$ cat config.mk
export PLATFORM = sky130hd
export DESIGN_NAME = mem_stage
export DESIGN_NICKNAME = d
export VERILOG_FILES = /design/src/logic/rv_isa_pkg.sv /design/src/logic/pipe_pkg.sv /design/src/logic/mem_stage.sv
export SDC_FILE = /design/constraint.sdc
export NUM_CORES = 2
export LEC_CHECK = 0
export BUFFER_PORTS_ARGS = -buffer_cell sky130_fd_sc_hd__buf_2
export CORE_ASPECT_RATIO = 1.25
export CORE_UTILIZATION = 30
export DETAILED_ROUTE_END_ITERATION = 7
export GPL_ROUTABILITY_DRIVEN = 0
export MAX_ROUTING_LAYER = met4
export PLACE_DENSITY_LB_ADDON = 0.12
export REMOVE_ABC_BUFFERS = 1
export SYNTH_ARGS = -nofsm -noshare
export SYNTH_HDL_FRONTEND = slang
export SYNTH_SLANG_ARGS = --single-unit
$ cat constraint.sdc
create_clock -name i_clk -period 7.3 [get_ports i_clk]
set_input_delay 0.365 -clock i_clk [delete_from_list [all_inputs] [get_ports i_clk]]
set_output_delay 0.365 -clock i_clk [all_outputs]
set_load 0.03 [all_outputs]
$ cat src/logic/rv_isa_pkg.sv
package rv_isa_pkg;

    typedef logic [31:0] data_t;
    typedef logic [4:0]  reg_addr_t;

    typedef enum logic [6:0] {
        OPC_R     = 7'b0110011,
        OPC_I     = 7'b0010011,
        OPC_LUI   = 7'b0110111,
        OPC_AUIPC = 7'b0010111,
        OPC_L     = 7'b0000011,
        OPC_S     = 7'b0100011,
        OPC_B     = 7'b1100011,
        OPC_JAL   = 7'b1101111
    } opcode_e;

    // The opcode is kept as raw bits so any fetched word fits the layout.
    typedef struct packed {
        logic [6:0] funct7;
        reg_addr_t  rs2;
        reg_addr_t  rs1;
        logic [2:0] funct3;
        reg_addr_t  rd;
        logic [6:0] opcode;
    } instr_t;

    typedef enum logic [2:0] {
        ALU_ADD,
        ALU_SUB,
        ALU_AND,
        ALU_OR,
        ALU_XOR,
        ALU_SLT,
        ALU_PASS_B
    } alu_optr_e;

    // Load and store widths use the funct3 encoding directly.
    typedef enum logic [2:0] {
        LS_B  = 3'b000,
        LS_W  = 3'b010,
        LS_BU = 3'b100
    } ls_width_e;

endpackage

$ cat src/logic/pipe_pkg.sv
package pipe_pkg;

    typedef struct packed {
        logic                  valid;
        rv_isa_pkg::reg_addr_t addr;
        rv_isa_pkg::data_t     val;
    } fwd_t;

    typedef struct packed {
        logic                  valid;
        rv_isa_pkg::data_t     opnd_1;
        rv_isa_pkg::data_t     opnd_2;
        rv_isa_pkg::data_t     st_val;
        rv_isa_pkg::data_t     pc;
        rv_isa_pkg::data_t     br_offset;
        rv_isa_pkg::alu_optr_e alu_optr;
        logic                  is_branch;
        logic                  branch_ne;
        logic                  is_jal;
        logic                  reg_we;
        rv_isa_pkg::reg_addr_t rd;
        logic                  mem_rd_en;
        logic                  mem_wr_en;
        rv_isa_pkg::ls_width_e ls_width;
    } dec_ex_t;

    typedef struct packed {
        logic                  valid;
        rv_isa_pkg::data_t     result;
        rv_isa_pkg::data_t     st_val;
        rv_isa_pkg::reg_addr_t rd;
        logic                  reg_we;
        logic                  mem_rd_en;
        logic                  mem_wr_en;
        rv_isa_pkg::ls_width_e ls_width;
    } ex_mem_t;

    typedef struct packed {
        logic                  valid;
        rv_isa_pkg::reg_addr_t rd;
        rv_isa_pkg::data_t     val;
    } retire_t;

    typedef enum logic {
        FS_RUN,
        FS_HOLD
    } fetch_stall_e;

endpackage

$ cat src/logic/mem_stage.sv
`timescale 1ns/100ps

module mem_stage #(
    parameter int DMEM_WORDS = 64
) (
    input  logic              i_clk,
    input  logic              i_rst_n,
    input  pipe_pkg::ex_mem_t i_ex,
    output pipe_pkg::fwd_t    o_fwd,
    output pipe_pkg::retire_t o_wb
);
    import rv_isa_pkg::*;

    localparam int AW = $clog2(DMEM_WORDS);

    data_t           dmem [DMEM_WORDS];
    logic [AW-1:0]   word_idx;
    logic [1:0]      lane;
    logic [7:0]      rd_byte;
    data_t           rd_word;
    data_t           ld_val;
    data_t           wb_val;

    assign word_idx = i_ex.result[AW+1:2];
    assign lane     = i_ex.result[1:0];

    always_ff @(posedge i_clk)
    begin
        if (i_ex.valid && i_ex.mem_wr_en)
        begin
            if (i_ex.ls_width == LS_B)
                dmem[word_idx][{lane, 3'b000} +: 8] <= i_ex.st_val[7:0];
            else
                dmem[word_idx] <= i_ex.st_val;
        end
    end

    assign rd_word = dmem[word_idx];
    assign rd_byte = rd_word[{lane, 3'b000} +: 8];

    always_comb
    begin
        case (i_ex.ls_width)
            LS_B:    ld_val = {{24{rd_byte[7]}}, rd_byte};
            LS_BU:   ld_val = {24'b0, rd_byte};
            default: ld_val = rd_word;
        endcase
    end

    assign wb_val = i_ex.mem_rd_en ? ld_val : i_ex.result;

    assign o_fwd.valid = i_ex.valid && i_ex.reg_we;
    assign o_fwd.addr  = i_ex.rd;
    assign o_fwd.val   = wb_val;

    always_ff @(posedge i_clk or negedge i_rst_n)
    begin
        if (!i_rst_n)
        begin
            o_wb <= '0;
        end
        else
        begin
            o_wb.valid <= i_ex.valid && i_ex.reg_we && (i_ex.rd != '0);
            o_wb.rd    <= i_ex.rd;
            o_wb.val   <= wb_val;
        end
    end

endmodule

==> metrics <==
Remaining Overflow, GRT=0; top cell type's share of synthesized area=74.5%; Post-DP HPWL=229000 um; Worst Max-Slew Pin Slew=1470 ps; Synth cell types=83; nets=5100; Post-Layout Cell Count=8786; Max Cap Violations=0; R2R setup slack=3440 ps; antenna violations before repair=38; cell area power density=approximately 270 nW/um^2; R2R Path End=o_wb[27]$_DFF_PN0_; Yosys top cell by area=edfxtp_1; CP endpoint=o_fwd[1]; Worst Path Required=between 6000 and 7000 ps; area grow syn2layout=16.2%; setup TNS=0 ps; grt peak-use layer=met2; # IOs=154; Final min period=5900 ps; M1 GR Usage=roughly a third; CP Max Fanout=55; Clock Skew=45.8 ps; setup violators final=0; WL final=349000 um; Port Buffers=153; antenna-violating nets left=0; Syn Inst Count=4698; post-synthesis sequential element count=2086; placement row count=215; # resized after CTS=0; M2 GR Usage=40.3%; largest net degree at the start of global routing=76; status=complete, no violations; clock sink count=between 2000 and 2500; placed insts=~8400; CTS tree=yes; Initial DRC Count=5991; Hold Path Class=input pin to flop; top post-synthesis cells by area=edfxtp_1, mux4_2, mux2i_1, mux2_2, a22oi_1; Crit. End Element=primary output; Num CTS Buffers=218; RR Startpoint=dmem[57][15]$_DFFE_PP_; asr flop ratio synth=1.82%; Max Freq=~170 MHz; Setup Fix Bufs, Post-CTS=0; H-tree depth=4; # hold bufs at CTS=27; Final Hold Viols=0; worst setup path start=i_ex[47]; Initial Util=a little under a third; Worst slew margin=roughly 1.6%; post-synthesis sequential area ratio=75.6%; DRC errors left=0; reg2reg path depth=10; final period utilization=80.8%; Setup crit start kind=input pin; DR pass1 iterations=8; Synth warnings=0; RSZ-0062 raised after global routing=false; core area=274000 um^2; Final Max Slew Viols=0; Post-synth top flop=edfxtp_1; most common cell in the synthesized netlist=edfxtp_1; Clock Root Buffer=clkbuf_16; Post-synth EDFFs=2048; average cell area after synthesis=17.6 um^2; Die H=about 600 um; Avg WL per Cell=39.7 um; Crit path arrival time=around 5500 ps; Post-Syn Area=slightly above 80000 um^2; clk buf depth=4; Clk Latency, worst-skew pair=920 ps; share of layout cells above drive strength 1=between 20% and 30%; first-pass GRT wire length=roughly 460000 um; full die area=277000 um^2; Worst-path clk slew=60 ps; worst vdd ir=0.189 mV; All-Layer GR Usage=between 20% and 30%; Pleak=27.6 nW; detailed-route via count=49043; vias in the first global route=48209; met3 Use GR=under 10%; most frequent cells after synthesis=edfxtp_1, nor2_1, mux2i_1; Die W=471 um; routed vias/inst=5.58; Setup Crit Path Kind=input pin to primary output
==> logic make-up (layout without fill, tap and decap cells) <==
group,after synthesis,count (layout),share of synthesized area [%]
compound gates,909,909,8.18
fa+ha+maj,5,5,0.0758
buf+inv,349,830,2.27
mux,572,572,9.56
other cells,0,27,0
simple gates,777,777,4.30
flops,2086,2086,75.6
==> state kept, by name, summed over array words and instances, names as in the netlist <==
name and cells:
dmem 2048, o_wb 38
==> worst min path at each step <==
stage / start / end / slack [ps] / depth (start not counted)
2_1_floorplan: i_rst_n / o_wb[0]$_DFF_PN0_ / 70 / 0
3_3_place_gp: i_rst_n / o_wb[26]$_DFF_PN0_ / 490 / 1
3_5_place_dp: i_rst_n / o_wb[8]$_DFF_PN0_ / 490 / 1
4_1_cts: i_ex[37] / dmem[43][26]$_DFFE_PP_ / 10 / 3
5_1_grt: i_ex[65] / o_wb[22]$_DFF_PN0_ / 30 / 3
6_report: i_ex[65] / o_wb[22]$_DFF_PN0_ / 60 / 3
==> through the flow <==
stage | instance area [um^2] | hold slack (ps) | total power, mW | worst slack [ps] | utilization (%)
floorplan | 80800 | 69.4 | 14.4 | 2560 | -
global placement | 88900 | 493 | 15.6 | 1490 | 32.4
detailed placement | 88900 | 490 | 15.6 | 1560 | 32.4
CTS | 95900 | 12.4 | 26.5 | 1570 | 35.0
global route | 95900 | 27.3 | 26.9 | 1670 | 35.0
finish | 96000 | 56.0 | 26.4 | 1400 | 35.0
==> cells in the final DEF (no fill, tap or decap), types with 40 or more instances in the layout <==
cell type,instances
a21oi_1,109
a221o_1,68
a221oi_1,88
a22oi_1,190
buf_2,149
buf_4,226
clkbuf_1,58
clkbuf_16,219
clkinv_1,41
edfxtp_1,2048
mux2_2,161
mux2i_1,255
mux4_2,149
nand2_1,241
nor2_1,317
o21ai_0,76
o22ai_1,74
o2bb2ai_1,40
==> layout make-up <==
cell class / instances / area [um^2]
antenna: 27 / 67.6
clock buffer: 288 / 5850
clock inverter: 94 / 908
fill: 25878 / 178000
inverter: 16 / 72.6
multi-input combinational: 2263 / 18800
sequential: 2086 / 62400
tap: 3580 / 4480
timing repair buffer: 432 / 3290
==> where the power goes <==
group | internal (mW) | total [mW] | switching (mW)
combinational | 0.517 | 2.06 | 1.54
sequential | 13.3 | 13.3 | 0.0245
clock | 6.20 | 11.0 | 4.82
==> critical path, stage by stage <==
cell	delay, ps
buf_8	390
nand2b_1	1120
buf_4	330
o22ai_1	100
o31ai_1	580
o221ai_1	470
o311ai_0	950
a211oi_1	160
nand4b_1	460
buf_2	330
==> routing by layer <==
layer	routed length (um)	vias to the layer above
li1	-	19731
met1	138000	26423
met2	166000	2322
met3	25300	567
met4	19100	0
met5	0	-
Power figures use the tool's default switching activity.
