--- src/logic/rv_isa_pkg.sv ---
package rv_isa_pkg;

    typedef logic [31:0] data_t;
    typedef logic [4:0]  reg_addr_t;

    typedef enum logic [6:0] {
        OPC_R     = 7'b0110011,
        OPC_I     = 7'b0010011,
        OPC_LUI   = 7'b0110111,
        OPC_AUIPC = 7'b0010111,
        OPC_L     = 7'b0000011,
        OPC_S     = 7'b0100011,
        OPC_B     = 7'b1100011,
        OPC_JAL   = 7'b1101111
    } opcode_e;

    // The opcode is kept as raw bits so any fetched word fits the layout.
    typedef struct packed {
        logic [6:0] funct7;
        reg_addr_t  rs2;
        reg_addr_t  rs1;
        logic [2:0] funct3;
        reg_addr_t  rd;
        logic [6:0] opcode;
    } instr_t;

    typedef enum logic [2:0] {
        ALU_ADD,
        ALU_SUB,
        ALU_AND,
        ALU_OR,
        ALU_XOR,
        ALU_SLT,
        ALU_PASS_B
    } alu_optr_e;

    // Load and store widths use the funct3 encoding directly.
    typedef enum logic [2:0] {
        LS_B  = 3'b000,
        LS_W  = 3'b010,
        LS_BU = 3'b100
    } ls_width_e;

endpackage

--- src/logic/pipe_pkg.sv ---
package pipe_pkg;

    typedef struct packed {
        logic                  valid;
        rv_isa_pkg::reg_addr_t addr;
        rv_isa_pkg::data_t     val;
    } fwd_t;

    typedef struct packed {
        logic                  valid;
        rv_isa_pkg::data_t     opnd_1;
        rv_isa_pkg::data_t     opnd_2;
        rv_isa_pkg::data_t     st_val;
        rv_isa_pkg::data_t     pc;
        rv_isa_pkg::data_t     br_offset;
        rv_isa_pkg::alu_optr_e alu_optr;
        logic                  is_branch;
        logic                  branch_ne;
        logic                  is_jal;
        logic                  reg_we;
        rv_isa_pkg::reg_addr_t rd;
        logic                  mem_rd_en;
        logic                  mem_wr_en;
        rv_isa_pkg::ls_width_e ls_width;
    } dec_ex_t;

    typedef struct packed {
        logic                  valid;
        rv_isa_pkg::data_t     result;
        rv_isa_pkg::data_t     st_val;
        rv_isa_pkg::reg_addr_t rd;
        logic                  reg_we;
        logic                  mem_rd_en;
        logic                  mem_wr_en;
        rv_isa_pkg::ls_width_e ls_width;
    } ex_mem_t;

    typedef struct packed {
        logic                  valid;
        rv_isa_pkg::reg_addr_t rd;
        rv_isa_pkg::data_t     val;
    } retire_t;

    typedef enum logic {
        FS_RUN,
        FS_HOLD
    } fetch_stall_e;

endpackage

--- src/logic/fetch_stage.sv ---
`timescale 1ns/100ps

module fetch_stage #(
    parameter logic [31:0] RESET_PC = 32'h0
) (
    input  logic                   i_clk,
    input  logic                   i_rst_n,
    input  pipe_pkg::fetch_stall_e i_stall,
    input  logic                   i_redirect,
    input  rv_isa_pkg::data_t      i_target,
    input  rv_isa_pkg::instr_t     i_instr,
    output rv_isa_pkg::data_t      o_imem_addr,
    output rv_isa_pkg::data_t      o_pc,
    output rv_isa_pkg::instr_t     o_instr,
    output logic                   o_valid
);
    import rv_isa_pkg::*;
    import pipe_pkg::*;

    data_t pc;
    logic  advance;

    assign o_imem_addr = pc;
    assign advance     = !i_redirect && (i_stall == FS_RUN);

    // A redirect wins over a hold and drops the word fetched this cycle.
    always_ff @(posedge i_clk or negedge i_rst_n)
    begin
        if (!i_rst_n)
        begin
            pc      <= RESET_PC;
            o_valid <= 1'b0;
        end
        else if (i_redirect)
        begin
            pc      <= i_target;
            o_valid <= 1'b0;
        end
        else if (advance)
        begin
            pc      <= pc + 32'd4;
            o_valid <= 1'b1;
        end
    end

    always_ff @(posedge i_clk)
    begin
        if (advance)
        begin
            o_pc    <= pc;
            o_instr <= i_instr;
        end
    end

endmodule

--- config.mk ---
export PLATFORM = sky130hd
export DESIGN_NAME = fetch_stage
export DESIGN_NICKNAME = d
export VERILOG_FILES = /design/src/logic/rv_isa_pkg.sv /design/src/logic/pipe_pkg.sv /design/src/logic/fetch_stage.sv
export SDC_FILE = /design/constraint.sdc
export NUM_CORES = 1
export LEC_CHECK = 0
export BUFFER_PORTS_ARGS = -buffer_cell sky130_fd_sc_hd__buf_2
export CORE_MARGIN = 2
export CORE_UTILIZATION = 40
export CTS_CLUSTER_SIZE = 16
export DETAILED_ROUTE_END_ITERATION = 7
export PLACE_DENSITY = 0.67
export SYNTH_ARGS = -nofsm -noshare
export SYNTH_HDL_FRONTEND = slang
export SYNTH_SLANG_ARGS = --single-unit
--- constraint.sdc ---
create_clock -name i_clk -period 3.8 [get_ports i_clk]
set_clock_uncertainty 0.15 [all_clocks]
set_input_delay 0.38 -clock i_clk [delete_from_list [all_inputs] [get_ports i_clk]]
set_output_delay 0.38 -clock i_clk [all_outputs]
set_load 0.005 [all_outputs]
==> impl_metrics.env <==
export IMPL_timing_fmax_mhz=393
export IMPL_cts_buffers=9
export IMPL_hold_viol=0
export IMPL_tns_ns=0
export IMPL_grt_util_all_layers_pct=17.2
export IMPL_ir_drop_v=0.000226
export IMPL_cpPeakStageDelay_ns=0.68
export IMPL_synth_flop_cell="edfxtp_1"
export IMPL_startpoint_type="flop"
export IMPL_crit_type="flop to flop"
export IMPL_rsz0062_at_grt="false"
export IMPL_rr_endpoint="o_imem_addr[26]"
export IMPL_clkSinkCount=97
export IMPL_critPathRequiredTime_ns=3.93
export IMPL_ioPinCount=165
export IMPL_synth_top_area_share_pct=50.8
export IMPL_antenna_left=0
export IMPL_layout_common_cells="buf_2 (164), edfxtp_1 (64), dfrtp_1 (33), nand2_1 (25), o21ai_0 (22)"
export IMPL_grt_max_degree=38
export IMPL_area_growth_pct=31.0
export IMPL_yosys_area_top_type="edfxtp_1"
export IMPL_pre_cts_slack_ns=1.26
export IMPL_crit_family="simple AND/OR/NAND/NOR gates"
export IMPL_synth_area_leaders="edfxtp_1 (51%), dfrtp_1 (22%), o21ai_0 (2.9%), a31oi_1 (2.5%), nand2_1 (2.5%)"
export IMPL_slowest_stage="or4_1"
export IMPL_setup_ws_ns=1.26
export IMPL_overflow=0
export IMPL_drcViolationCount=0
export IMPL_via_per_inst=5.16
export IMPL_leakage_nw=2.06
export IMPL_cts_htree_levels=3
export IMPL_ys_ff_latch=97
export IMPL_grt_pass1_wl_mm=13.4
export IMPL_setup_viol_count_final=0
export IMPL_path_max_fanout=17
export IMPL_drt_first_pass_iters=4
export IMPL_worstReg2RegStart="o_imem_addr[2]"
export IMPL_antenna_cells=0
export IMPL_end_kind="flop"
export IMPL_port_buffers=164
export IMPL_cts_path_max_buffers=2
export IMPL_wire_per_inst_um=16.6
export IMPL_path_cells="ha_1, and3b_1, nand4_1, or4_1, a31oi_1"
export IMPL_synth_nets=341
export IMPL_slew_viol_final=0
export IMPL_maxSlewHeadroom_pct=41.2
export IMPL_syn_area_um2=3780
export IMPL_path_clk_slew_ns=0.09
export IMPL_cts_tree="yes"
export IMPL_worst_slew_pin_slew_ns=0.882
export IMPL_crit_start="o_imem_addr[2]"
export IMPL_async_reset_ff_share_pct=34.0
export IMPL_initial_core_util_pct=41.2
export IMPL_clk_latency_ns=0.35
export IMPL_root_buffer="clkbuf_8"
export IMPL_fp_dieH_um=101
export IMPL_drtIter0Drc=80
export IMPL_placementRows=35
export IMPL_dieArea_um2=10300
export IMPL_routed_wl_mm=9.17
export IMPL_worstRegToRegCells=5
export IMPL_synth_edf_count=64
export IMPL_crit_buf_inv=0
export IMPL_drive_above_1_share_pct=42.9
export IMPL_grt_pass1_vias=2698
export IMPL_nNetsFinal=507
export IMPL_cp_depth=5
export IMPL_antenna_found_initial=0
export IMPL_yosysUniqueCellTypes=39
export IMPL_synth_cells=272
export IMPL_min_from="i_instr[24]"
export IMPL_yosysWarnings=0
export IMPL_hold_class="primary input to flop"
export IMPL_outcome="completed"
export IMPL_r2r_slack_ns=1.26
export IMPL_num_vias=2860
export IMPL_cts_resized_gates=0
export IMPL_synth_area_per_cell_um2=13.9
export IMPL_final_common_cell="buf_2"
export IMPL_die_w_um=101
export IMPL_fin_crit_ns=2.54
export IMPL_post_route_period_util_pct=66.9
export IMPL_hpwl_mm=6.72
export IMPL_power_density_nw_per_um2=451
export IMPL_place_congestion=0.794
export IMPL_cap_violations=0
export IMPL_crit_arrival_ns=2.67
export IMPL_core_area_um2=9200
export IMPL_yosysSeqAreaShare_pct=72.6
export IMPL_fin_hold_ws_ns=0.0460
export IMPL_cp_endpoint="o_imem_addr[26]"
-- layer usage --
| metal | share of wire (%) | wire [um] | GRT usage (%) | vias up |
|---|---|---|---|---|
| li1 | - | - | - | 1373 |
| met3 | 7.9 | 726 | 5.87 | 10 |
| met4 | 1.2 | 106 | 4.68 | 0 |
| met1 | 40 | 3700 | 20.2 | 1357 |
| met5 | 0 | 0 | 0 | - |
| met2 | 51 | 4630 | 30.2 | 120 |
-- how the worst min path moves through the flow --
stage,slack (ns),depth (start not counted),endpoint
3_5_place_dp,0.30,0,o_pc[0]
2_1_floorplan,-0.07,0,o_imem_addr[0]
4_1_cts,0.03,1,o_instr[0]
6_report,0.05,1,o_instr[24]
5_1_grt,0.02,1,o_instr[0]
3_3_place_gp,0.30,0,o_pc[0]
-- cell usage after synthesis, types with 2 or more instances --
| master | n |
|---|---|
| nand4_1 | 12 |
| nand3_1 | 7 |
| o21ai_0 | 22 |
| o41ai_1 | 2 |
| clkbuf_1 | 9 |
| xnor2_1 | 4 |
| nor2b_1 | 2 |
| o31ai_1 | 4 |
| xor2_1 | 8 |
| nand2_1 | 25 |
| or4_1 | 5 |
| edfxtp_1 | 64 |
| inv_1 | 3 |
| nor4_1 | 3 |
| buf_2 | 2 |
| or3_1 | 9 |
| and3_1 | 2 |
| dfrtp_1 | 33 |
| nor3_1 | 2 |
| and4b_1 | 2 |
| and4_1 | 2 |
| mux2_2 | 2 |
| nand3b_1 | 2 |
| nor2_1 | 17 |
| a31oi_1 | 15 |
-- timing repair --
item                                   in CTS  in global routing
setup buffers                               0                  0
hold buffers                                1                  0
endpoints found under the hold margin      33                  0
-- registers in the layout, summed over array words and instances, names as in the netlist --
| name | flops |
|---|---|
| o_imem_addr | 32 |
| o_instr | 32 |
| o_pc | 32 |
| o_valid | 1 |
-- metrics by stage --
step	instances	area [um2]	utilization [%]	power (mW)
after global placement	537	4730	51.5	1.53
after detailed placement	537	4730	51.5	1.54
final	554	4960	53.9	2.24
after floorplan	272	3790	-	1.38
after global routing	554	4960	53.9	2.33
after CTS	554	4960	53.9	2.26
-- area by class of cell --
| type | instances | area (um2) |
|---|---|---|
| Multi-Input combinational cell | 160 | 986 |
| Clock inverter | 6 | 90.1 |
| Fill cell | 806 | 4240 |
| Inverter | 3 | 11.3 |
| Tap cell | 111 | 139 |
| Clock buffer | 10 | 128 |
| Sequential cell | 97 | 2750 |
| Timing Repair Buffer | 167 | 858 |
-- power breakdown --
| group | switching (mW) | total (mW) | internal, mW |
|---|---|---|---|
| clock network | 0.352 | 0.726 | 0.375 |
| logic | 0.117 | 0.228 | 0.111 |
| registers | 0.0691 | 1.28 | 1.21 |
| total | 0.538 | 2.24 | 1.70 |
-- cell families (layout without fill, tap and decap cells) --
logic type / after synthesis / in the layout / share of synthesized area, %
AO/OA/AOI/OAI: 46 / 46 / 7.24
adder cells (fa/ha/maj): 1 / 1 / 0.331
buffers and inverters: 15 / 186 / 1.55
AND/OR/NAND/NOR: 98 / 98 / 14.6
XOR/XNOR: 12 / 12 / 2.78
flip-flops: 97 / 97 / 72.6
multiplexers: 3 / 3 / 0.859
No activity file was read; power rests on OpenSTA's default activity.
