==> src/logic/rv_isa_pkg.sv <==
package rv_isa_pkg;

    typedef logic [31:0] data_t;
    typedef logic [4:0]  reg_addr_t;

    typedef enum logic [6:0] {
        OPC_R     = 7'b0110011,
        OPC_I     = 7'b0010011,
        OPC_LUI   = 7'b0110111,
        OPC_AUIPC = 7'b0010111,
        OPC_L     = 7'b0000011,
        OPC_S     = 7'b0100011,
        OPC_B     = 7'b1100011,
        OPC_JAL   = 7'b1101111
    } opcode_e;

    // The opcode is kept as raw bits so any fetched word fits the layout.
    typedef struct packed {
        logic [6:0] funct7;
        reg_addr_t  rs2;
        reg_addr_t  rs1;
        logic [2:0] funct3;
        reg_addr_t  rd;
        logic [6:0] opcode;
    } instr_t;

    typedef enum logic [2:0] {
        ALU_ADD,
        ALU_SUB,
        ALU_AND,
        ALU_OR,
        ALU_XOR,
        ALU_SLT,
        ALU_PASS_B
    } alu_optr_e;

    // Load and store widths use the funct3 encoding directly.
    typedef enum logic [2:0] {
        LS_B  = 3'b000,
        LS_W  = 3'b010,
        LS_BU = 3'b100
    } ls_width_e;

endpackage

==> src/logic/pipe_pkg.sv <==
package pipe_pkg;

    typedef struct packed {
        logic                  valid;
        rv_isa_pkg::reg_addr_t addr;
        rv_isa_pkg::data_t     val;
    } fwd_t;

    typedef struct packed {
        logic                  valid;
        rv_isa_pkg::data_t     opnd_1;
        rv_isa_pkg::data_t     opnd_2;
        rv_isa_pkg::data_t     st_val;
        rv_isa_pkg::data_t     pc;
        rv_isa_pkg::data_t     br_offset;
        rv_isa_pkg::alu_optr_e alu_optr;
        logic                  is_branch;
        logic                  branch_ne;
        logic                  is_jal;
        logic                  reg_we;
        rv_isa_pkg::reg_addr_t rd;
        logic                  mem_rd_en;
        logic                  mem_wr_en;
        rv_isa_pkg::ls_width_e ls_width;
    } dec_ex_t;

    typedef struct packed {
        logic                  valid;
        rv_isa_pkg::data_t     result;
        rv_isa_pkg::data_t     st_val;
        rv_isa_pkg::reg_addr_t rd;
        logic                  reg_we;
        logic                  mem_rd_en;
        logic                  mem_wr_en;
        rv_isa_pkg::ls_width_e ls_width;
    } ex_mem_t;

    typedef struct packed {
        logic                  valid;
        rv_isa_pkg::reg_addr_t rd;
        rv_isa_pkg::data_t     val;
    } retire_t;

    typedef enum logic {
        FS_RUN,
        FS_HOLD
    } fetch_stall_e;

endpackage

==> src/logic/reg_file.sv <==
`timescale 1ns/100ps

module reg_file (
    input  logic                  i_clk,
    input  logic                  i_rst_n,
    input  rv_isa_pkg::reg_addr_t i_rd_addr_1,
    input  rv_isa_pkg::reg_addr_t i_rd_addr_2,
    input  logic                  i_wr_en,
    input  rv_isa_pkg::reg_addr_t i_wr_addr,
    input  rv_isa_pkg::data_t     i_wr_val,
    output rv_isa_pkg::data_t     o_val_1,
    output rv_isa_pkg::data_t     o_val_2
);
    import rv_isa_pkg::*;

    data_t regs [1:31];

    always_ff @(posedge i_clk or negedge i_rst_n)
    begin
        if (!i_rst_n)
        begin
            for (int i = 1; i < 32; i++)
            begin
                regs[i] <= '0;
            end
        end
        else if (i_wr_en && (i_wr_addr != '0))
        begin
            regs[i_wr_addr] <= i_wr_val;
        end
    end

    // There is no storage behind x0.
    assign o_val_1 = (i_rd_addr_1 == '0) ? '0 : regs[i_rd_addr_1];
    assign o_val_2 = (i_rd_addr_2 == '0) ? '0 : regs[i_rd_addr_2];

endmodule

==> src/logic/decode_stage.sv <==
`timescale 1ns/100ps

module decode_stage (
    input  logic                   i_clk,
    input  logic                   i_rst_n,
    input  rv_isa_pkg::data_t      i_pc,
    input  rv_isa_pkg::instr_t     i_instr,
    input  logic                   i_valid,
    input  logic                   i_flush,
    input  pipe_pkg::fwd_t         i_ex_fwd,
    input  pipe_pkg::fwd_t         i_mem_fwd,
    input  pipe_pkg::fwd_t         i_wb_fwd,
    input  pipe_pkg::retire_t      i_wr,
    output pipe_pkg::dec_ex_t      o_dec,
    output pipe_pkg::fetch_stall_e o_stall
);
    import rv_isa_pkg::*;
    import pipe_pkg::*;

    opcode_e   opc;
    data_t     iw;
    data_t     rf_val_1;
    data_t     rf_val_2;
    data_t     reg_val_1;
    data_t     reg_val_2;
    data_t     imm_i;
    data_t     imm_s;
    data_t     imm_b;
    data_t     imm_u;
    data_t     imm_j;
    data_t     imm_val;
    alu_optr_e alu_optr;
    logic      known;
    logic      use_rs1;
    logic      use_rs2;
    logic      reg_we;
    logic      hazard;
    logic      stall;
    logic      prev_stall;
    dec_ex_t   dec_d;

    // Youngest producer wins; x0 is never forwarded.
    function automatic data_t fwd_pick(reg_addr_t addr, data_t rf_val,
                                       fwd_t ex_f, fwd_t mem_f, fwd_t wb_f);
        data_t val;
        if (addr == '0)
            val = '0;
        else if (ex_f.valid && (ex_f.addr == addr))
            val = ex_f.val;
        else if (mem_f.valid && (mem_f.addr == addr))
            val = mem_f.val;
        else if (wb_f.valid && (wb_f.addr == addr))
            val = wb_f.val;
        else
            val = rf_val;
        return val;
    endfunction

    assign opc   = opcode_e'(i_instr.opcode);
    assign iw    = i_instr;
    assign imm_i = {{20{iw[31]}}, iw[31:20]};
    assign imm_s = {{20{iw[31]}}, iw[31:25], iw[11:7]};
    assign imm_b = {{19{iw[31]}}, iw[31], iw[7], iw[30:25], iw[11:8], 1'b0};
    assign imm_u = {iw[31:12], 12'b0};
    assign imm_j = {{11{iw[31]}}, iw[31], iw[19:12], iw[20], iw[30:21], 1'b0};

    assign use_rs1 = (opc == OPC_R) || (opc == OPC_I) || (opc == OPC_L) ||
                     (opc == OPC_S) || (opc == OPC_B);
    assign use_rs2 = (opc == OPC_R) || (opc == OPC_S) || (opc == OPC_B);
    assign reg_we  = (opc == OPC_R) || (opc == OPC_I) || (opc == OPC_LUI) ||
                     (opc == OPC_AUIPC) || (opc == OPC_L) || (opc == OPC_JAL);

    always_comb
    begin
        known    = 1'b1;
        alu_optr = ALU_ADD;
        imm_val  = imm_i;
        case (opc)
            OPC_R:
            begin
                case (i_instr.funct3)
                    3'b000:  alu_optr = i_instr.funct7[5] ? ALU_SUB : ALU_ADD;
                    3'b010:  alu_optr = ALU_SLT;
                    3'b100:  alu_optr = ALU_XOR;
                    3'b110:  alu_optr = ALU_OR;
                    3'b111:  alu_optr = ALU_AND;
                    default: known = 1'b0;
                endcase
            end
            OPC_I:     known = (i_instr.funct3 == 3'b000);
            OPC_LUI:
            begin
                imm_val  = imm_u;
                alu_optr = ALU_PASS_B;
            end
            OPC_AUIPC: imm_val = imm_u;
            OPC_L:     known = (i_instr.funct3 == LS_B) || (i_instr.funct3 == LS_W) ||
                               (i_instr.funct3 == LS_BU);
            OPC_S:
            begin
                imm_val = imm_s;
                known   = (i_instr.funct3 == LS_B) || (i_instr.funct3 == LS_W);
            end
            OPC_B:
            begin
                imm_val = imm_b;
                known   = (i_instr.funct3[2:1] == 2'b00);
            end
            OPC_JAL:   imm_val = imm_j;
            default:   known = 1'b0;
        endcase
    end

    assign reg_val_1 = fwd_pick(i_instr.rs1, rf_val_1, i_ex_fwd, i_mem_fwd, i_wb_fwd);
    assign reg_val_2 = fwd_pick(i_instr.rs2, rf_val_2, i_ex_fwd, i_mem_fwd, i_wb_fwd);

    // The load now in execute has no value yet, so its consumer waits one cycle.
    assign hazard  = i_valid && o_dec.valid && o_dec.mem_rd_en && o_dec.reg_we &&
                     ((use_rs1 && (o_dec.rd == i_instr.rs1)) ||
                      (use_rs2 && (o_dec.rd == i_instr.rs2)));
    assign stall   = hazard && !prev_stall;
    assign o_stall = stall ? FS_HOLD : FS_RUN;

    always_comb
    begin
        dec_d.valid     = i_valid && known && !stall && !i_flush;
        dec_d.opnd_1    = (opc == OPC_AUIPC) ? i_pc : reg_val_1;
        dec_d.opnd_2    = (use_rs2 && (opc != OPC_S)) ? reg_val_2 : imm_val;
        dec_d.st_val    = reg_val_2;
        dec_d.pc        = i_pc;
        dec_d.br_offset = imm_val;
        dec_d.alu_optr  = alu_optr;
        dec_d.is_branch = (opc == OPC_B);
        dec_d.branch_ne = i_instr.funct3[0];
        dec_d.is_jal    = (opc == OPC_JAL);
        dec_d.reg_we    = reg_we && (i_instr.rd != '0);
        dec_d.rd        = i_instr.rd;
        dec_d.mem_rd_en = (opc == OPC_L);
        dec_d.mem_wr_en = (opc == OPC_S);
        dec_d.ls_width  = ls_width_e'(i_instr.funct3);
    end

    always_ff @(posedge i_clk or negedge i_rst_n)
    begin
        if (!i_rst_n)
        begin
            o_dec      <= '0;
            prev_stall <= 1'b0;
        end
        else
        begin
            o_dec      <= dec_d;
            prev_stall <= stall;
        end
    end

    reg_file u_reg_file (
        .i_clk       (i_clk),
        .i_rst_n     (i_rst_n),
        .i_rd_addr_1 (i_instr.rs1),
        .i_rd_addr_2 (i_instr.rs2),
        .i_wr_en     (i_wr.valid),
        .i_wr_addr   (i_wr.rd),
        .i_wr_val    (i_wr.val),
        .o_val_1     (rf_val_1),
        .o_val_2     (rf_val_2)
    );

endmodule

==> config.mk <==
export PLATFORM = sky130hd
export DESIGN_NAME = decode_stage
export DESIGN_NICKNAME = d
export VERILOG_FILES = /design/src/logic/rv_isa_pkg.sv /design/src/logic/pipe_pkg.sv /design/src/logic/reg_file.sv /design/src/logic/decode_stage.sv
export SDC_FILE = /design/constraint.sdc
export NUM_CORES = 2
export LEC_CHECK = 0
export CORE_MARGIN = 2
export CORE_UTILIZATION = 55
export CTS_CLUSTER_DIAMETER = 60
export DETAILED_ROUTE_END_ITERATION = 8
export DONT_BUFFER_PORTS = 1
export PLACE_DENSITY = 0.66
export SYNTH_ARGS = -nofsm -noshare
export SYNTH_HDL_FRONTEND = slang
export SYNTH_SLANG_ARGS = --single-unit
==> constraint.sdc <==
create_clock -name i_clk -period 3.3 [get_ports i_clk]
set_input_delay 0.66 -clock i_clk [delete_from_list [all_inputs] [get_ports i_clk]]
set_output_delay 0.66 -clock i_clk [all_outputs]
set_load 0.01 [all_outputs]
==> flow_metrics.py <==
metrics = {
    "routing": {
        "wl_mm": 227,
        "drt-initial-drc-count": 5343,
        "ant_nets": 0,
        "avgRoutedWirePerCell_um": 36.9,
        "route.met3.wl_mm": 26.6,
        "drc_errors": 0,
        "routed.top_layer": "met5",
        "dr.pass1.iters": 5,
        "vias_per_cell": 7.16,
        "met1Wirelength_mm": 87.9,
        "vias": 43900,
        "route.met2.wl_mm": 98.4,
    },
    "sta": {
        "clock.fmax_mhz": 253,
        "rsz0062_at_grt": "no",
        "fin_crit_sh_pct": 120,
        "slew_viol_final": 408,
        "setup_violations": 39,
        "slew_headroom_pct": -56.8,
        "tightest_slew_ns": 2.35,
        "period_needed_ns": 3.96,
        "hold_ws_ns": -0.101,
        "hold_violations": 44,
        "layout_setup_ws_ns": -0.656,
        "fin_skew_ns": 0.0321,
    },
    "clocking": {
        "ctsResizeCount": 0,
        "cts_sinks": 1170,
        "clock_latency_ns": 0.76,
        "clk_pin_slew_worst_paths_ns": 0.06,
        "cts_tree": "done",
        "cts_buffers": 134,
        "cts-htree-levels": 4,
        "cts-root-buf": "clkbuf_16",
        "cts_max_path_buffers": 3,
    },
    "floorplan": {
        "core_area_um2": 112000,
        "dieArea_um2": 116000,
        "pin_count": 399,
        "dieWidth_um": 340,
        "placement_rows": 123,
        "dieHeight_um": 340,
        "initial_core_util_pct": 55.3,
    },
    "pwr": {
        "powerDensity_nw_per_um2": 609,
        "internal-power_uw": 30400,
        "p_leak_uw": 0.0303,
        "power.switching_uw": 11300,
        "clkPwrFrac_pct": 36.7,
        "pwr-share-seq_pct": 45.5,
        "swShare_pct": 27.1,
        "ir_drop_v": 0.000539,
        "p_comb_share_pct": 17.8,
        "finalPower_uw": 41800,
    },
    "yosys": {
        "synthArstFlopShare_pct": 100,
        "netlist.area_leader.share_pct": 47.1,
        "synth_flop_cell": "dfrtp_1",
        "netlist_area_um2": 62100,
        "ys_seq_area_share_pct": 47.1,
        "ys.warnings.count": 0,
        "yosys.area.top_type": "dfrtp_1",
        "avgSynthCellArea_um2": 13.4,
        "synth_edf_count": 0,
        "synth_area_leaders": "dfrtp_1, mux2_2, mux4_2, mux2i_1, a22oi_1",
        "synth_fp_nets": 4843,
        "syn_inst": 4623,
        "ys_ff_latch": 1170,
        "synth.distinct_cells": 79,
    },
    "global_routing": {
        "overflow": 0,
        "grt_pass1_vias": 43000,
        "grt_pass1_wl_mm": 322,
        "grt_max_degree": 1171,
        "grt_use_total_pct": 38.7,
        "grt_antenna_before_repair": 14,
    },
    "final_layout": {
        "nNetsFinal": 4732,
        "fillers": 8817,
        "fin_util_pct": 61.0,
        "synthToLayoutAreaGrowth_pct": 10.3,
        "drive_gt1_share_pct": 39.0,
    },
    "setup_path": {
        "crit_arrival_ns": 3.30,
        "reg2regPathDepth": 7,
        "path_max_fanout": 348,
        "crit_path_end_kind": "primary output",
        "cp-start-kind": "primary input",
        "cp.required_ns": 2.64,
        "criticalPathCategory": "primary input to primary output",
    },
    "min_path": {
        "min_path_type": "primary input to async pin",
    },
    "status": {
        "violations": "hold timing, slew limit, setup timing",
        "status": "finished, violations left",
    },
    "place": {
        "gp_congestion": 0.953,
        "hpwl_mm": 138,
        "port-buffer-count": 0,
    },
    "flow_run": {
        "maxCapViolations": 0,
    },
}
==> cells in the final DEF, fill, tap and decap left out, types with 40 or more instances in the layout <==
cell type and count:
nand2_1 108, dfrtp_1 1170, a21oi_1 157, a221oi_1 60, mux4_2 235, mux2_2 1101
o21ai_0 54, nor2_1 82, a22o_1 40, buf_4 137, a22oi_1 146, o22ai_1 62
a211oi_1 45, dlygate4sd3_1 45, mux2i_1 416, clkbuf_16 141
==> worst max-delay path, stage by stage <==
cell and delay [ns]:
xor2_1 0.67, nor3_1 0.31, o21ai_0 0.13, a211oi_1 0.24, buf_4 0.19
==> worst paths after layout <==
path / from / to / slack, ns
setup / recovery: i_instr[21] / o_stall / -0.66
hold / removal: i_rst_n / u_reg_file.regs[729] / -0.10
setup reg to reg: u_reg_file.regs[288] / o_dec[113] / 0.62
hold reg to reg: u_reg_file.regs[117] / u_reg_file.regs[117] / 0.52
max in group asynchronous: i_rst_n / u_reg_file.regs[45] / 0.79
min in group i_clk: i_valid / o_dec[177] / 0.03
==> power groups by stage <==
stage / Combinational (uW) / Clock [uW] / Sequential [uW]
after global placement: 6720 / 0 / 19000
after global routing: 7860 / 16000 / 19300
after CTS: 6950 / 15400 / 18900
final: 7430 / 15300 / 19000
after floorplan: 5880 / 0 / 18400
after detailed placement: 6860 / 0 / 19100
==> cell usage after synthesis (14+ instances only) <==
cell and instances:
o2bb2ai_1 14, buf_4 56, a211oi_1 46, a22oi_1 146
nand3_1 27, xnor2_1 28, clkbuf_1 211, a21oi_1 157
a31oi_1 17, a21o_1 20, dfrtp_1 1170, o22ai_1 63
a22o_1 40, a221o_1 18, a221oi_1 60, mux4_2 235
nand2_1 123, mux2_2 1101, nor2b_1 43, nand2b_1 14
o221ai_1 19, o21ai_0 54, buf_6 44, mux4_1 21
buf_1 53, nor3_1 27, a2bb2oi_1 20, buf_2 86
nor2_1 99, mux2i_1 416
==> metrics by stage <==
stage	setup slack (ns)	instance area [um2]	hold WS [ns]	TNS, ns	instances
finish	-0.656	68600	-0.101	-6.74	6141
floorplan	0.385	62100	0.364	0	4623
global placement	0.181	63300	0.402	0	5822
detailed placement	0.112	63300	0.408	0	5822
CTS	0.251	68300	-0.394	0	6108
global route	0.0478	68500	0.0106	0	6130
==> logic make-up after synthesis <==
logic type / Yosys count / share of synthesized area (%)
muxes: 1775 / 36.1
DFF: 1170 / 47.1
AOI/OAI and AO/OA: 745 / 8.53
buffers and inverters: 480 / 4.39
and+or+nand+nor: 411 / 3.27
xor gates and xnor gates: 42 / 0.604
==> area by class of cell <==
cell class                 instances  area (um2)  area share, %
timing repair buffer             226        2380           3.48
clock buffer                     199        3980           5.80
sequential                      1170       29300           42.7
multi-input combinational       2973       30400           44.4
inverter                           7        26.3         0.0383
tap                             1500        1880           2.74
antenna                           23        57.6         0.0840
clock inverter                    43         539          0.787
==> state kept, by name, summed over array words and instances, names as in the netlist <==
signal and flops:
o_dec 177, prev_stall 1, u_reg_file.regs 992
==> layer usage <==
layer / GRT usage (%) / up-vias
li1: - / 17400
met5: 0 / -
met2: 56.4 / 2682
met3: 12.7 / 648
met1: 51.4 / 23200
met4: 20.8 / 8
==> repair_timing <==
action,4_1_cts,5_1_grt
setup buffers,0,0
endpoints found under the hold margin,1216,65
hold buffers,44,2
setup endpoints to repair,0,328
Note: power is estimated with default switching activity, not from simulation.
