## config.mk

```make
export PLATFORM = sky130hd
export DESIGN_NAME = execute_stage
export DESIGN_NICKNAME = d
export VERILOG_FILES = /design/src/logic/rv_isa_pkg.sv /design/src/logic/pipe_pkg.sv /design/src/logic/execute_stage.sv
export SDC_FILE = /design/constraint.sdc
export NUM_CORES = 1
export LEC_CHECK = 0
export BUFFER_PORTS_ARGS = -buffer_cell sky130_fd_sc_hd__buf_2
export CAP_MARGIN = 25
export CORE_MARGIN = 2
export CORE_UTILIZATION = 40
export CTS_CLUSTER_SIZE = 10
export DETAILED_ROUTE_END_ITERATION = 16
export PLACE_DENSITY = 0.74
export SYNTH_ARGS = -nofsm -noshare
export SYNTH_HDL_FRONTEND = slang
export SYNTH_SLANG_ARGS = --single-unit
```

## constraint.sdc

```tcl
create_clock -name i_clk -period 2.2 [get_ports i_clk]
set_input_delay 0 -clock i_clk [delete_from_list [all_inputs] [get_ports i_clk]]
set_output_delay 0 -clock i_clk [all_outputs]
set_load 0.1 [all_outputs]
```

## src/logic/rv_isa_pkg.sv

```systemverilog
package rv_isa_pkg;

    typedef logic [31:0] data_t;
    typedef logic [4:0]  reg_addr_t;

    typedef enum logic [6:0] {
        OPC_R     = 7'b0110011,
        OPC_I     = 7'b0010011,
        OPC_LUI   = 7'b0110111,
        OPC_AUIPC = 7'b0010111,
        OPC_L     = 7'b0000011,
        OPC_S     = 7'b0100011,
        OPC_B     = 7'b1100011,
        OPC_JAL   = 7'b1101111
    } opcode_e;

    // The opcode is kept as raw bits so any fetched word fits the layout.
    typedef struct packed {
        logic [6:0] funct7;
        reg_addr_t  rs2;
        reg_addr_t  rs1;
        logic [2:0] funct3;
        reg_addr_t  rd;
        logic [6:0] opcode;
    } instr_t;

    typedef enum logic [2:0] {
        ALU_ADD,
        ALU_SUB,
        ALU_AND,
        ALU_OR,
        ALU_XOR,
        ALU_SLT,
        ALU_PASS_B
    } alu_optr_e;

    // Load and store widths use the funct3 encoding directly.
    typedef enum logic [2:0] {
        LS_B  = 3'b000,
        LS_W  = 3'b010,
        LS_BU = 3'b100
    } ls_width_e;

endpackage

```

## src/logic/pipe_pkg.sv

```systemverilog
package pipe_pkg;

    typedef struct packed {
        logic                  valid;
        rv_isa_pkg::reg_addr_t addr;
        rv_isa_pkg::data_t     val;
    } fwd_t;

    typedef struct packed {
        logic                  valid;
        rv_isa_pkg::data_t     opnd_1;
        rv_isa_pkg::data_t     opnd_2;
        rv_isa_pkg::data_t     st_val;
        rv_isa_pkg::data_t     pc;
        rv_isa_pkg::data_t     br_offset;
        rv_isa_pkg::alu_optr_e alu_optr;
        logic                  is_branch;
        logic                  branch_ne;
        logic                  is_jal;
        logic                  reg_we;
        rv_isa_pkg::reg_addr_t rd;
        logic                  mem_rd_en;
        logic                  mem_wr_en;
        rv_isa_pkg::ls_width_e ls_width;
    } dec_ex_t;

    typedef struct packed {
        logic                  valid;
        rv_isa_pkg::data_t     result;
        rv_isa_pkg::data_t     st_val;
        rv_isa_pkg::reg_addr_t rd;
        logic                  reg_we;
        logic                  mem_rd_en;
        logic                  mem_wr_en;
        rv_isa_pkg::ls_width_e ls_width;
    } ex_mem_t;

    typedef struct packed {
        logic                  valid;
        rv_isa_pkg::reg_addr_t rd;
        rv_isa_pkg::data_t     val;
    } retire_t;

    typedef enum logic {
        FS_RUN,
        FS_HOLD
    } fetch_stall_e;

endpackage

```

## src/logic/execute_stage.sv

```systemverilog
`timescale 1ns/100ps

module execute_stage (
    input  logic              i_clk,
    input  logic              i_rst_n,
    input  pipe_pkg::dec_ex_t i_dec,
    output pipe_pkg::ex_mem_t o_ex,
    output pipe_pkg::fwd_t    o_fwd,
    output logic              o_redirect,
    output rv_isa_pkg::data_t o_target
);
    import rv_isa_pkg::*;

    data_t alu_out;
    data_t result;
    logic  taken;

    always_comb
    begin
        case (i_dec.alu_optr)
            ALU_ADD:    alu_out = i_dec.opnd_1 + i_dec.opnd_2;
            ALU_SUB:    alu_out = i_dec.opnd_1 - i_dec.opnd_2;
            ALU_AND:    alu_out = i_dec.opnd_1 & i_dec.opnd_2;
            ALU_OR:     alu_out = i_dec.opnd_1 | i_dec.opnd_2;
            ALU_XOR:    alu_out = i_dec.opnd_1 ^ i_dec.opnd_2;
            ALU_SLT:    alu_out = {31'b0, $signed(i_dec.opnd_1) < $signed(i_dec.opnd_2)};
            ALU_PASS_B: alu_out = i_dec.opnd_2;
            default:    alu_out = '0;
        endcase
    end

    // BNE inverts the equality test.
    assign taken      = i_dec.is_branch && ((i_dec.opnd_1 == i_dec.opnd_2) != i_dec.branch_ne);
    assign result     = i_dec.is_jal ? (i_dec.pc + 32'd4) : alu_out;
    assign o_target   = i_dec.pc + i_dec.br_offset;
    assign o_redirect = i_dec.valid && (i_dec.is_jal || taken);

    assign o_fwd.valid = i_dec.valid && i_dec.reg_we && !i_dec.mem_rd_en;
    assign o_fwd.addr  = i_dec.rd;
    assign o_fwd.val   = result;

    always_ff @(posedge i_clk or negedge i_rst_n)
    begin
        if (!i_rst_n)
        begin
            o_ex <= '0;
        end
        else
        begin
            o_ex.valid     <= i_dec.valid;
            o_ex.result    <= result;
            o_ex.st_val    <= i_dec.st_val;
            o_ex.rd        <= i_dec.rd;
            o_ex.reg_we    <= i_dec.reg_we;
            o_ex.mem_rd_en <= i_dec.mem_rd_en;
            o_ex.mem_wr_en <= i_dec.mem_wr_en;
            o_ex.ls_width  <= i_dec.ls_width;
        end
    end

endmodule

```

==> results of run 1 <==
## metrics by stage
step	setup WS [ns]	area (sq um)	hold WS, ns	std cells
floorplan	-1.517	11300	-0.2956	1293
finish	-0.8087	20450	0.1112	2447
global route	-0.8534	20450	0.1173	2447
global placement	-1.039	17250	0.02774	2326
CTS	-0.6456	19610	0.07683	2427
detailed placement	-1.084	17250	0.04130	2326
## power by group through the flow
stage | Sequential, mW | Combinational [mW] | Clock [mW]
4_1_cts | 1.53 | 7.69 | 1.68
3_5_place_dp | 1.56 | 7.08 | 0
6_report | 1.54 | 8.34 | 1.70
5_1_grt | 1.54 | 8.57 | 1.73
2_1_floorplan | 2.37 | 3.59 | 0
3_3_place_gp | 1.56 | 7.00 | 0
## Yosys cell counts (all sizes together) (17+ instances only)
cell type / n / area share [%]
inv: 114 / 4.3
nand3: 36 / 1.8
nor3: 23 / 1.2
mux2i: 18 / 1.8
xor2: 20 / 1.7
o22ai: 26 / 1.6
clkbuf: 42 / 1.6
a31oi: 19 / 1.5
nor2: 111 / 4.1
a21oi: 117 / 5.9
o21bai: 19 / 1.4
xnor2: 55 / 4.8
buf: 24 / 1.3
o21ai: 83 / 4.2
a21o: 25 / 1.9
dfrtp: 76 / 19
nand2: 87 / 3.3
a211oi: 17 / 1.3
ha: 145 / 18
## cell type report
type	count	area [sq um]
clock inverter	7	75.07
clock buffer	9	225.2
fill	1308	4016
tap	324	405.4
sequential	76	1902
timing repair buffer	880	7223
multi-input combinational	1036	10110
inverter	115	506.7
## worst max-delay path, stage by stage
cell,delay [ns]
buf_4,0.12
inv_2,0.06
buf_4,0.13
ha_2,0.21
nand2b_4,0.13
a21oi_4,0.13
o31ai_4,0.39
a31oi_4,0.17
a211o_1,0.35
a311oi_2,0.30
buf_4,0.16
o211ai_1,0.14
a221oi_4,0.47
buf_12,0.23
## logic make-up after synthesis
group	after synthesis
adders and majority gates	148
and+or+nand+nor	335
buffers and inverters	181
DFF	76
muxes	18
xor gates and xnor gates	75
AOI/OAI and AO/OA	460
## routing by layer
layer | global-route usage [%] | wire [microns] | vias to the layer above
li1 | - | - | 6372
met1 | 46.81 | 20930 | 7172
met2 | 70.52 | 28630 | 1151
met3 | 7.283 | 6339 | 408
met4 | 24.94 | 5370 | 0
met5 | 0 | 0 | -
## worst max-delay path by stage
stage	startpoint	to	slack [ns]	cells after the start
3_5_place_dp	i_dec[117]	o_fwd[19]	-1.08	16
3_3_place_gp	i_dec[117]	o_fwd[19]	-1.04	16
2_1_floorplan	i_dec[117]	o_ex[69]$_DFF_PN0_	-1.52	12
6_report	i_dec[116]	o_fwd[30]	-0.81	14
5_1_grt	i_dec[116]	o_fwd[30]	-0.85	14
4_1_cts	i_dec[146]	o_fwd[30]	-0.65	14
## what timing repair did
action	CTS	global route
buffers inserted	48	32
resized for setup	267	141
hold buffers	45	0
hold endpoints to repair	78	0
endpoints found under the setup margin	71	75
pin swaps	150	97
==> results by group, run 1 <==
Status
  – Status: complete, but fails checks
  – Failing checks: negative setup slack

Placement
  – Post-DP HPWL: roughly 40,000 microns
  – RePlAce Congestion: slightly above 1
  – Number of port buffers: ~330

Timing
  – Fin. max-slew vios: 0
  – Worst Tran Pin Value: 0.9900 ns
  – Slew headroom: around 34%
  – Setup slack after layout: -0.8087 ns
  – Setup total negative slack: -23.97 ns
  – Max Fclk: approximately 330 MHz
  – Final Cycle Share: 136.8%
  – Final hold viol count: 0
  – RSZ-0062 raised after global routing: yes
  – Clock period minus worst slack: 3.009 ns
  – Final setup fails: 73

Finish
  – Core Util, Final: a little over four fifths
  – Final nets: approximately 2,400
  – Max FFs per register: 76
  – Area Growth Syn to Fin: 103.6%
  – Commonest non-fill, non-tap cell in the layout: buf_4
  – Commonest cells after routing, fill and taps aside: 455 x buf_4, 244 x buf_2, 99 x ha_1
  – ANT cells: 0
  – Largest regs: o_ex x76
  – Largest Register: o_ex
  – Share of post-route cells with drive strength above 1: a little under three fifths

Worst hold path
  – Hold Path Class: input pin to flop
  – Hold path endpoint: o_ex[44]$_DFF_PN0_
  – WHS Path Cells: 4
  – Min-delay src: i_dec[50]

Clocking
  – Num CTS Buffers: 9
  – CTS tree: built
  – CTS sink count: 76
  – Clock Pin Slew Worst Setup and Hold Paths: 0.08 ns
  – Clock buffer depth: 2
  – Clk root buf: clkbuf_16
  – H-tree depth: 3

Power
  – Logic pwr share: 72.1%
  – Cell leakage power: 9.525 nW
  – Max rail drop VDD: slightly below 0.6 mV
  – Sequential power share: about an eighth
  – Int Power: roughly 5.5 mW
  – Sw Pwr: between 6 and 7 mW
  – Clock share of power: between 10% and 20%
  – PwrDens: roughly 570 nW/um^2
  – Pwr Total: approximately 12 mW
  – Switching share of power: between 50% and 60%

Job
  – Max cap viols: 0

Synthesis
  – Simple-gate portion of the synthesized area: between 10% and 20%
  – Sequential area share after synthesis: between 10% and 20%
  – Post-synthesis compound-gate area fraction: roughly 31%
  – Main flop type after synthesis: dfrtp_1
  – Largest family of logic cells by synthesized area: compound AO/OA/AOI/OAI gates
  – Syn Area/Cell: 7.766 sq um
  – Count of different cell masters after synthesis: 77
  – Mapped Cells: ~1,300
  – Yosys warning total: 0
  – Mapped Area: 10,040 sq um
  – Synthesized Nets: ~1,600
  – FFs w/ async S/R, synth: 100.0%
  – Post-synth EDFFs: 0
  – Adder-cell area share of the yosys netlist: 18.67%
  – Synthesized flop and latch total: between 70 and 80
  – Xor and xnor area share after synthesis: between 6 and 7%
  – Post-synthesis mux area share: under 10%

Worst setup path
  – Arrival @ worst endpoint: between 3 and 4 ns
  – Worst setup SP type: input pin
  – Crit Path Class: input pin to primary output
  – Worst EP required: roughly 2.2 ns
  – CP Capture Type: primary output
  – Worst-path maximum fanout: 3

GRT
  – Grt ovf: 0
  – Largest net degree at the start of global routing: about 50
  – Number of global-route vias before repair: 15,027
  – Tot GR Track Use: approximately two fifths
  – Initial antenna violation count: 0
  – First-pass GRT wire length: roughly 83,000 microns

Routing
  – Via count: 15,103
  – Final ANT Viol Nets: 0
  – Wire length per cell: between 20 and 30 microns
  – DRT Wirelength: 61,270 microns
  – Pre-Repair DR Iteration Count: 6
  – DRC: 0
  – Iter 0 DRT Violations: approximately 1,500
  – Vias per Instance: between 6 and 7

Floorplan
  – Chip height: 162.4 microns
  – Num rows: 57
  – Core Area: roughly 24,000 sq um
  – Die width: ~160 microns
  – Starting Density: between 40% and 50%
  – IO Count: ~330
  – Full die area: 26,390 sq um
Note: power is estimated with default switching activity, not from simulation.
==> inputs of run 2 (changes only) <==
--- a/config.mk
+++ b/config.mk
@@ -7,11 +7,14 @@
 export LEC_CHECK = 0
 export BUFFER_PORTS_ARGS = -buffer_cell sky130_fd_sc_hd__buf_2
 export CAP_MARGIN = 25
+export CELL_PAD_IN_SITES_DETAIL_PLACEMENT = 1
+export CELL_PAD_IN_SITES_GLOBAL_PLACEMENT = 2
 export CORE_MARGIN = 2
-export CORE_UTILIZATION = 40
+export CORE_UTILIZATION = 26
 export CTS_CLUSTER_SIZE = 10
 export DETAILED_ROUTE_END_ITERATION = 16
-export PLACE_DENSITY = 0.74
+export PLACE_DENSITY = 0.84
+export RECOVER_POWER = 100
 export SYNTH_ARGS = -nofsm -noshare
 export SYNTH_HDL_FRONTEND = slang
 export SYNTH_SLANG_ARGS = --single-unit
==> run 2 against run 1 <==
Effect of this change: final cell count is 8.9% higher; non-clock buffer count is 28 higher; critical path depth fell by 1; critical endpoint is now o_fwd[26]; the flow finishes with violations (max-capacitance violations, max-slew violations, negative setup slack); clock power shrank 8%.
==> results by group, run 2 (synthesis results as in run 1) <==
Finish
  – Largest regs: o_ex x76
  – Final nets: ~2,500
  – Largest Register: o_ex
  – Max FFs per register: between 70 and 80
  – Commonest cells after routing, fill and taps aside: 469 x buf_4, 140 x buf_2, 104 x ha_1
  – Share of post-route cells with drive strength above 1: a little over half
  – Finished Cell Area: ~21,000 sq um
  – Area Growth Syn to Fin: 109.6%
  – Commonest non-fill, non-tap cell in the layout: buf_4
  – Fillcell total: around 4,400

Worst setup path
  – Worst EP required: between 2 and 2.5 ns
  – Crit Path Class: input pin to primary output
  – CP Capture Type: primary output
  – Arrival @ worst endpoint: 3.58 ns
  – Slowest library cell on the worst path: nor4_1
  – Worst setup SP type: input pin
  – Crit-path cells: buf_2 > inv_1 > ha_4 > buf_4 > buf_4 > nor4_1 > a211o_4 > a311oi_4 > buf_6 > o21bai_4 > mux2i_1 > o211ai_1 > clkbuf_16
  – Most used cell along the critical path: buf_4
  – Worst-path maximum fanout: 10
  – Largest stage delay, worst path: roughly 1.2 ns

Routing
  – Iter 0 DRT Violations: approximately 2,000
  – M1 WL: approximately 28,000 microns
  – Final ANT Viol Nets: 0
  – Wire length per cell: 30.54 microns
  – Top Metal Used: met5
  – WL met3: about 9800 microns
  – WL met2: 36,200 microns
  – Via count: approximately 16,000
  – DRC: 0
  – DRT Wirelength: ~81,000 microns
  – Vias per Instance: between 5 and 6
  – Pre-Repair DR Iteration Count: 7

Clocking
  – Clock Pin Slew Worst Setup and Hold Paths: ~0.070 ns
  – CTS sink count: 76
  – Clk root buf: clkbuf_16
  – Num CTS Buffers: 9
  – Clock buffer depth: 2
  – CTS tree: built
  – H-tree depth: 3

GRT
  – Tot GR Track Use: between 30% and 40%
  – Initial antenna violation count: 8
  – Largest net degree at the start of global routing: 77
  – Number of global-route vias before repair: 16,755
  – First-pass GRT wire length: between 100,000 and 150,000 microns
  – Grt ovf: 0

Floorplan
  – Num rows: 71
  – Starting Density: between 20% and 30%
  – IO Count: 327
  – Chip height: between 200 and 250 microns
  – Full die area: 40,210 sq um
  – Core Area: about 38,000 sq um
  – Die width: ~200 microns

Worst hold path
  – Hold path endpoint: o_ex[44]$_DFF_PN0_
  – Hold Path Class: input pin to flop
  – WHS Path Cells: 4
  – Min-delay src: i_dec[50]

Power
  – Sequential power share: approximately 13%
  – Pwr Total: between 10 and 15 mW
  – PwrDens: 572.2 nW/um^2
  – Clock share of power: between 10% and 20%
  – Max rail drop VDD: 0.5399 mV
  – Sw Pwr: between 6 and 7 mW
  – Cell leakage power: about 9.5 nW
  – Logic pwr share: 74.2%
  – Switching share of power: between 50% and 60%
  – Int Power: 5.515 mW

Job
  – Max cap viols: 1

Status
  – Status: complete, but fails checks
  – Failing checks: max-capacitance violations, max-slew violations, negative setup slack

Timing
  – Fin. max-slew vios: 2
  – Final setup fails: between 70 and 80
  – Worst Tran Pin Value: ~1.5 ns
  – Final hold viol count: 0
  – RSZ-0062 raised after global routing: yes
  – Clock period minus worst slack: 3.577 ns
  – Final Cycle Share: 162.6%
  – Max Fclk: 279.6 MHz
  – Setup slack after layout: -1.377 ns
  – Worst Hold Slack: approximately 0.091 ns
  – Slew headroom: -2.751%

Placement
  – Dpl cell area: roughly 18,000 sq um
  – Post-DP HPWL: 46,540 microns
  – Setup slack at placement: -0.9168 ns
  – Number of port buffers: about 330
  – RePlAce Congestion: about 1
## run 2: cell types whose count changed in the layout (fill, tap and decap cells not counted), moves of 5 or more
cell	previous run	this run
a21oi_4	14	19
buf_4	455	469
ha_1	99	104
buf_2	244	140
clkbuf_1	0	100
ha_4	40	35
a21oi_1	80	75
buf_6	61	72
xnor2_1	35	29
o21bai_4	1	6
## run 2: critical path, delay by kind of cell
kind / cells / cell delay [ns]
multiplexers: 1 / 0.10
AND/OR/NAND/NOR: 1 / 1.23
AO/OA/AOI/OAI: 4 / 0.93
adder cells (fa/ha/maj): 1 / 0.23
buffers and inverters: 6 / 1.07
## run 2: how the worst max path moves through the flow
stage	start	endpoint	slack, ns	depth (start not counted)
3_3_place_gp	i_dec[117]	o_fwd[19]	-0.78	15
5_1_grt	i_dec[117]	o_fwd[21]	-1.41	16
3_5_place_dp	i_dec[117]	o_fwd[19]	-0.92	15
6_report	i_dec[123]	o_fwd[26]	-1.38	13
2_1_floorplan	i_dec[117]	o_ex[69]$_DFF_PN0_	-1.52	12
4_1_cts	i_dec[145]	o_fwd[30]	-0.60	14
## run 2: layout make-up
type / count / area, sq um / share of cell area (%)
diodes: 4 / 10.01 / 0.04757
clock buffers: 10 / 239.0 / 1.136
clock inverters: 5 / 38.79 / 0.1843
inverters: 115 / 514.2 / 2.444
multi-input cells: 1036 / 10330 / 49.09
flip-flops and latches: 76 / 1902 / 9.038
well taps: 511 / 639.4 / 3.039
repair buffers: 908 / 7370 / 35.02
## run 2: power by group through the flow
stage	sequential, mW	combinational (mW)	clock (mW)
6_report	1.55	8.93	1.56
5_1_grt	1.56	9.10	1.61
4_1_cts	1.53	7.94	1.54
3_5_place_dp	1.56	7.21	0
3_3_place_gp	1.55	7.06	0
2_1_floorplan	2.37	3.59	0
## run 2: metrics by stage
step,utilization [%],setup TNS (ns),cells
final,55.60,-45.62,2665
after floorplan,-,-26.97,1293
after detailed placement,46.38,-37.78,2514
after CTS,53.15,-13.97,2623
after global routing,55.58,-46.95,2662
after global placement,46.38,-32.01,2514
## run 2: metal layers
metal	track usage, %	vias up
met5	0	-
met4	18.99	12
met3	10.13	580
met2	57.43	1309
met1	38.31	7615
li1	-	6411
## run 2: what timing repair did
item / in CTS / in global routing
hold buffers: 45 / 0
endpoints found under the hold margin: 120 / 0
endpoints found under the setup margin: 72 / 79
pin swaps: 149 / 138
setup buffers: 57 / 56
gates resized for setup: 292 / 157
==> inputs of run 3 (changes only) <==
--- a/config.mk
+++ b/config.mk
@@ -9,7 +9,7 @@
 export CAP_MARGIN = 25
 export CELL_PAD_IN_SITES_DETAIL_PLACEMENT = 1
 export CELL_PAD_IN_SITES_GLOBAL_PLACEMENT = 2
-export CORE_MARGIN = 2
+export CORE_MARGIN = 3
 export CORE_UTILIZATION = 26
 export CTS_CLUSTER_SIZE = 10
 export DETAILED_ROUTE_END_ITERATION = 16
==> run 3 against run 2 <==
Effect of this change: the run ends with negative setup slack left; first-iteration DRC count is 15% lower; utilization shrank 0.32 points; design area decreased by 0.58%; combinational power fell by 3.1%; worst setup slack better by 0.54 ns; total power fell by 0.21%; wire length shrank 8.4%; sequential cell count did not move; fmax rose by 18%.
==> results by group, run 3 (synthesis results as in run 1) <==
Finish
  – Area Growth Syn to Fin: 108.3%
  – Max FFs per register: 76
  – Core Util, Final: a little under three fifths
  – Final nets: between 2,000 and 2,500
  – Largest regs: o_ex x76
  – Largest Register: o_ex
  – Fillcell total: roughly 4,400
  – Share of post-route cells with drive strength above 1: 53.67%
  – Commonest non-fill, non-tap cell in the layout: buf_4
  – Commonest cells after routing, fill and taps aside: 460 x buf_4, 134 x buf_2, 100 x clkbuf_1

Power
  – PwrDens: between 500 and 600 nW/um^2
  – Cell leakage power: about 9.4 nW
  – Int Power: 5.706 mW
  – Switching share of power: between 50% and 60%
  – Clock share of power: 15.1%
  – Max rail drop VDD: roughly 0.61 mV
  – Logic pwr share: 72.0%
  – Sw Pwr: approximately 6.3 mW
  – Sequential power share: between 10% and 20%

Worst setup path
  – Worst-path maximum fanout: 5
  – Arrival @ worst endpoint: slightly above 3 ns
  – Worst path bufs/invs: 5
  – Largest stage delay, worst path: 0.51 ns
  – CP delay by family, top: compound AO/OA/AOI/OAI gates
  – Crit-path cells: buf_8 > inv_6 > ha_4 > buf_6 > o211ai_1 > nor3_2 > a21oi_4 > or2_4 > o31a_1 > buf_4 > o211ai_1 > o31ai_2 > a311oi_2 > o31ai_4 > buf_12
  – CP Capture Type: primary output
  – Worst setup SP type: input pin
  – Slowest library cell on the worst path: a311oi_2
  – Crit path launch: i_dec[119]
  – Most used cell along the critical path: o211ai_1
  – Worst EP required: about 2.2 ns
  – Crit Path Class: input pin to primary output

Routing
  – DRT Wirelength: about 75,000 microns
  – Final ANT Viol Nets: 0
  – Iter 0 DRT Violations: roughly 1,700
  – Via count: about 15,000
  – Vias per Instance: between 5 and 6
  – Pre-Repair DR Iteration Count: 6
  – Wire length per cell: ~28 microns
  – DRC: 0

GRT
  – First-pass GRT wire length: a little under 100,000 microns
  – Tot GR Track Use: ~30%
  – Largest net degree at the start of global routing: 78
  – Initial antenna violation count: 9
  – Number of global-route vias before repair: between 15,000 and 20,000
  – Grt ovf: 0

Clocking
  – Clk root buf: clkbuf_16
  – CTS sink count: 76
  – Num CTS Buffers: 9
  – Clock buffer depth: 2
  – Clock Pin Slew Worst Setup and Hold Paths: 0.08 ns
  – H-tree depth: 3
  – CTS tree: built

Floorplan
  – IO Count: about 330
  – Core Area: roughly 38,000 sq um
  – Starting Density: between 20% and 30%
  – Full die area: between 40,000 and 50,000 sq um
  – Num rows: just over 70
  – Chip height: 202.5 microns
  – Die width: 202.5 microns

Timing
  – Final setup fails: a little under 70
  – Slew headroom: 12.85%
  – Max Fclk: ~330 MHz
  – Worst Tran Pin Value: 1.313 ns
  – Setup total negative slack: -25.51 ns
  – Final Cycle Share: 138.2%
  – RSZ-0062 raised after global routing: yes
  – Clock period minus worst slack: approximately 3.0 ns
  – Final hold viol count: 0
  – Fin. max-slew vios: 0
  – Setup slack after layout: -0.8400 ns

Worst hold path
  – Min-delay src: i_dec[51]
  – Hold Path Class: input pin to flop

Status
  – Status: complete, but fails checks
  – Failing checks: negative setup slack

Placement
  – Setup slack at placement: -1.076 ns
  – Number of port buffers: between 300 and 400
  – RePlAce Congestion: around 0.96
  – Post-DP HPWL: 46,460 microns

Job
  – Max cap viols: 0
[run 3: cell types whose count changed in the layout (fill, tap and decap cells not counted), sizes merged]
cell,previous run,this run
inv,114,116
clkinv,2,1
buf,754,742
clkinvlp,4,2
diode,4,5
bufinv,0,2
[run 3: power groups by stage]
stage,Combinational [mW],Clock (mW),Sequential [mW]
after CTS,7.86,1.80,1.54
after global placement,7.04,0,1.56
after global routing,8.86,1.88,1.56
after floorplan,3.59,0,2.37
final,8.65,1.82,1.55
after detailed placement,7.17,0,1.56
[run 3: layout make-up]
| type | count | area [sq um] | area share [%] |
|---|---|---|---|
| Timing Repair Buffer | 896 | 7251 | 34.66 |
| Multi-Input combinational cell | 1036 | 10270 | 49.11 |
| Sequential cell | 76 | 1902 | 9.091 |
| Antenna cell | 5 | 12.51 | 0.05981 |
| Tap cell | 511 | 639.4 | 3.056 |
| Inverter | 115 | 506.7 | 2.422 |
| Clock inverter | 6 | 95.09 | 0.4546 |
| Clock buffer | 10 | 239.0 | 1.142 |
[run 3: worst paths after layout]
check                                      to  slack, ns  cells past startpoint
max                                 o_fwd[13]      -0.84                     15
min                        o_ex[45]$_DFF_PN0_       0.02                      3
max in group asynchronous  o_ex[19]$_DFF_PN0_       0.51                      3
min in group asynchronous  o_ex[60]$_DFF_PN0_       0.34                      2
[run 3: routing by layer]
| metal | vias up | part of all wire [%] | wire length, microns | track usage (%) |
|---|---|---|---|---|
| li1 | 6400 | - | - | - |
| met1 | 7536 | 37 | 27530 | 36.97 |
| met2 | 1055 | 46 | 34310 | 51.95 |
| met3 | 439 | 9.2 | 6885 | 7.375 |
| met4 | 10 | 7.7 | 5717 | 14.18 |
| met5 | - | 0.10 | 76 | 0 |
[run 3: worst min-delay path, stage by stage]
cell and delay, ns:
buf_6 0.09, buf_4 0.12, o22ai_2 0.11
[run 3: metrics by stage]
stage          cell area (sq um)  hold WS (ns)  instances  total power, mW
2_1_floorplan              11300       -0.2956       1293            5.951
3_3_place_gp               17420      -0.01267       2504            8.595
3_5_place_dp               17420      -0.01133       2504            8.727
4_1_cts                    19910       0.04127       2603            11.19
5_1_grt                    20910       0.02847       2651            12.30
6_report                   20920       0.02252       2655            12.01
[run 3: repair_timing]
| item | in CTS | in global routing |
|---|---|---|
| hold endpoints to repair | 70 | 0 |
| hold buffers | 45 | 0 |
| buffers inserted | 49 | 63 |
| gates resized for setup | 284 | 208 |
| setup endpoints to repair | 74 | 74 |
| pin swaps | 135 | 157 |
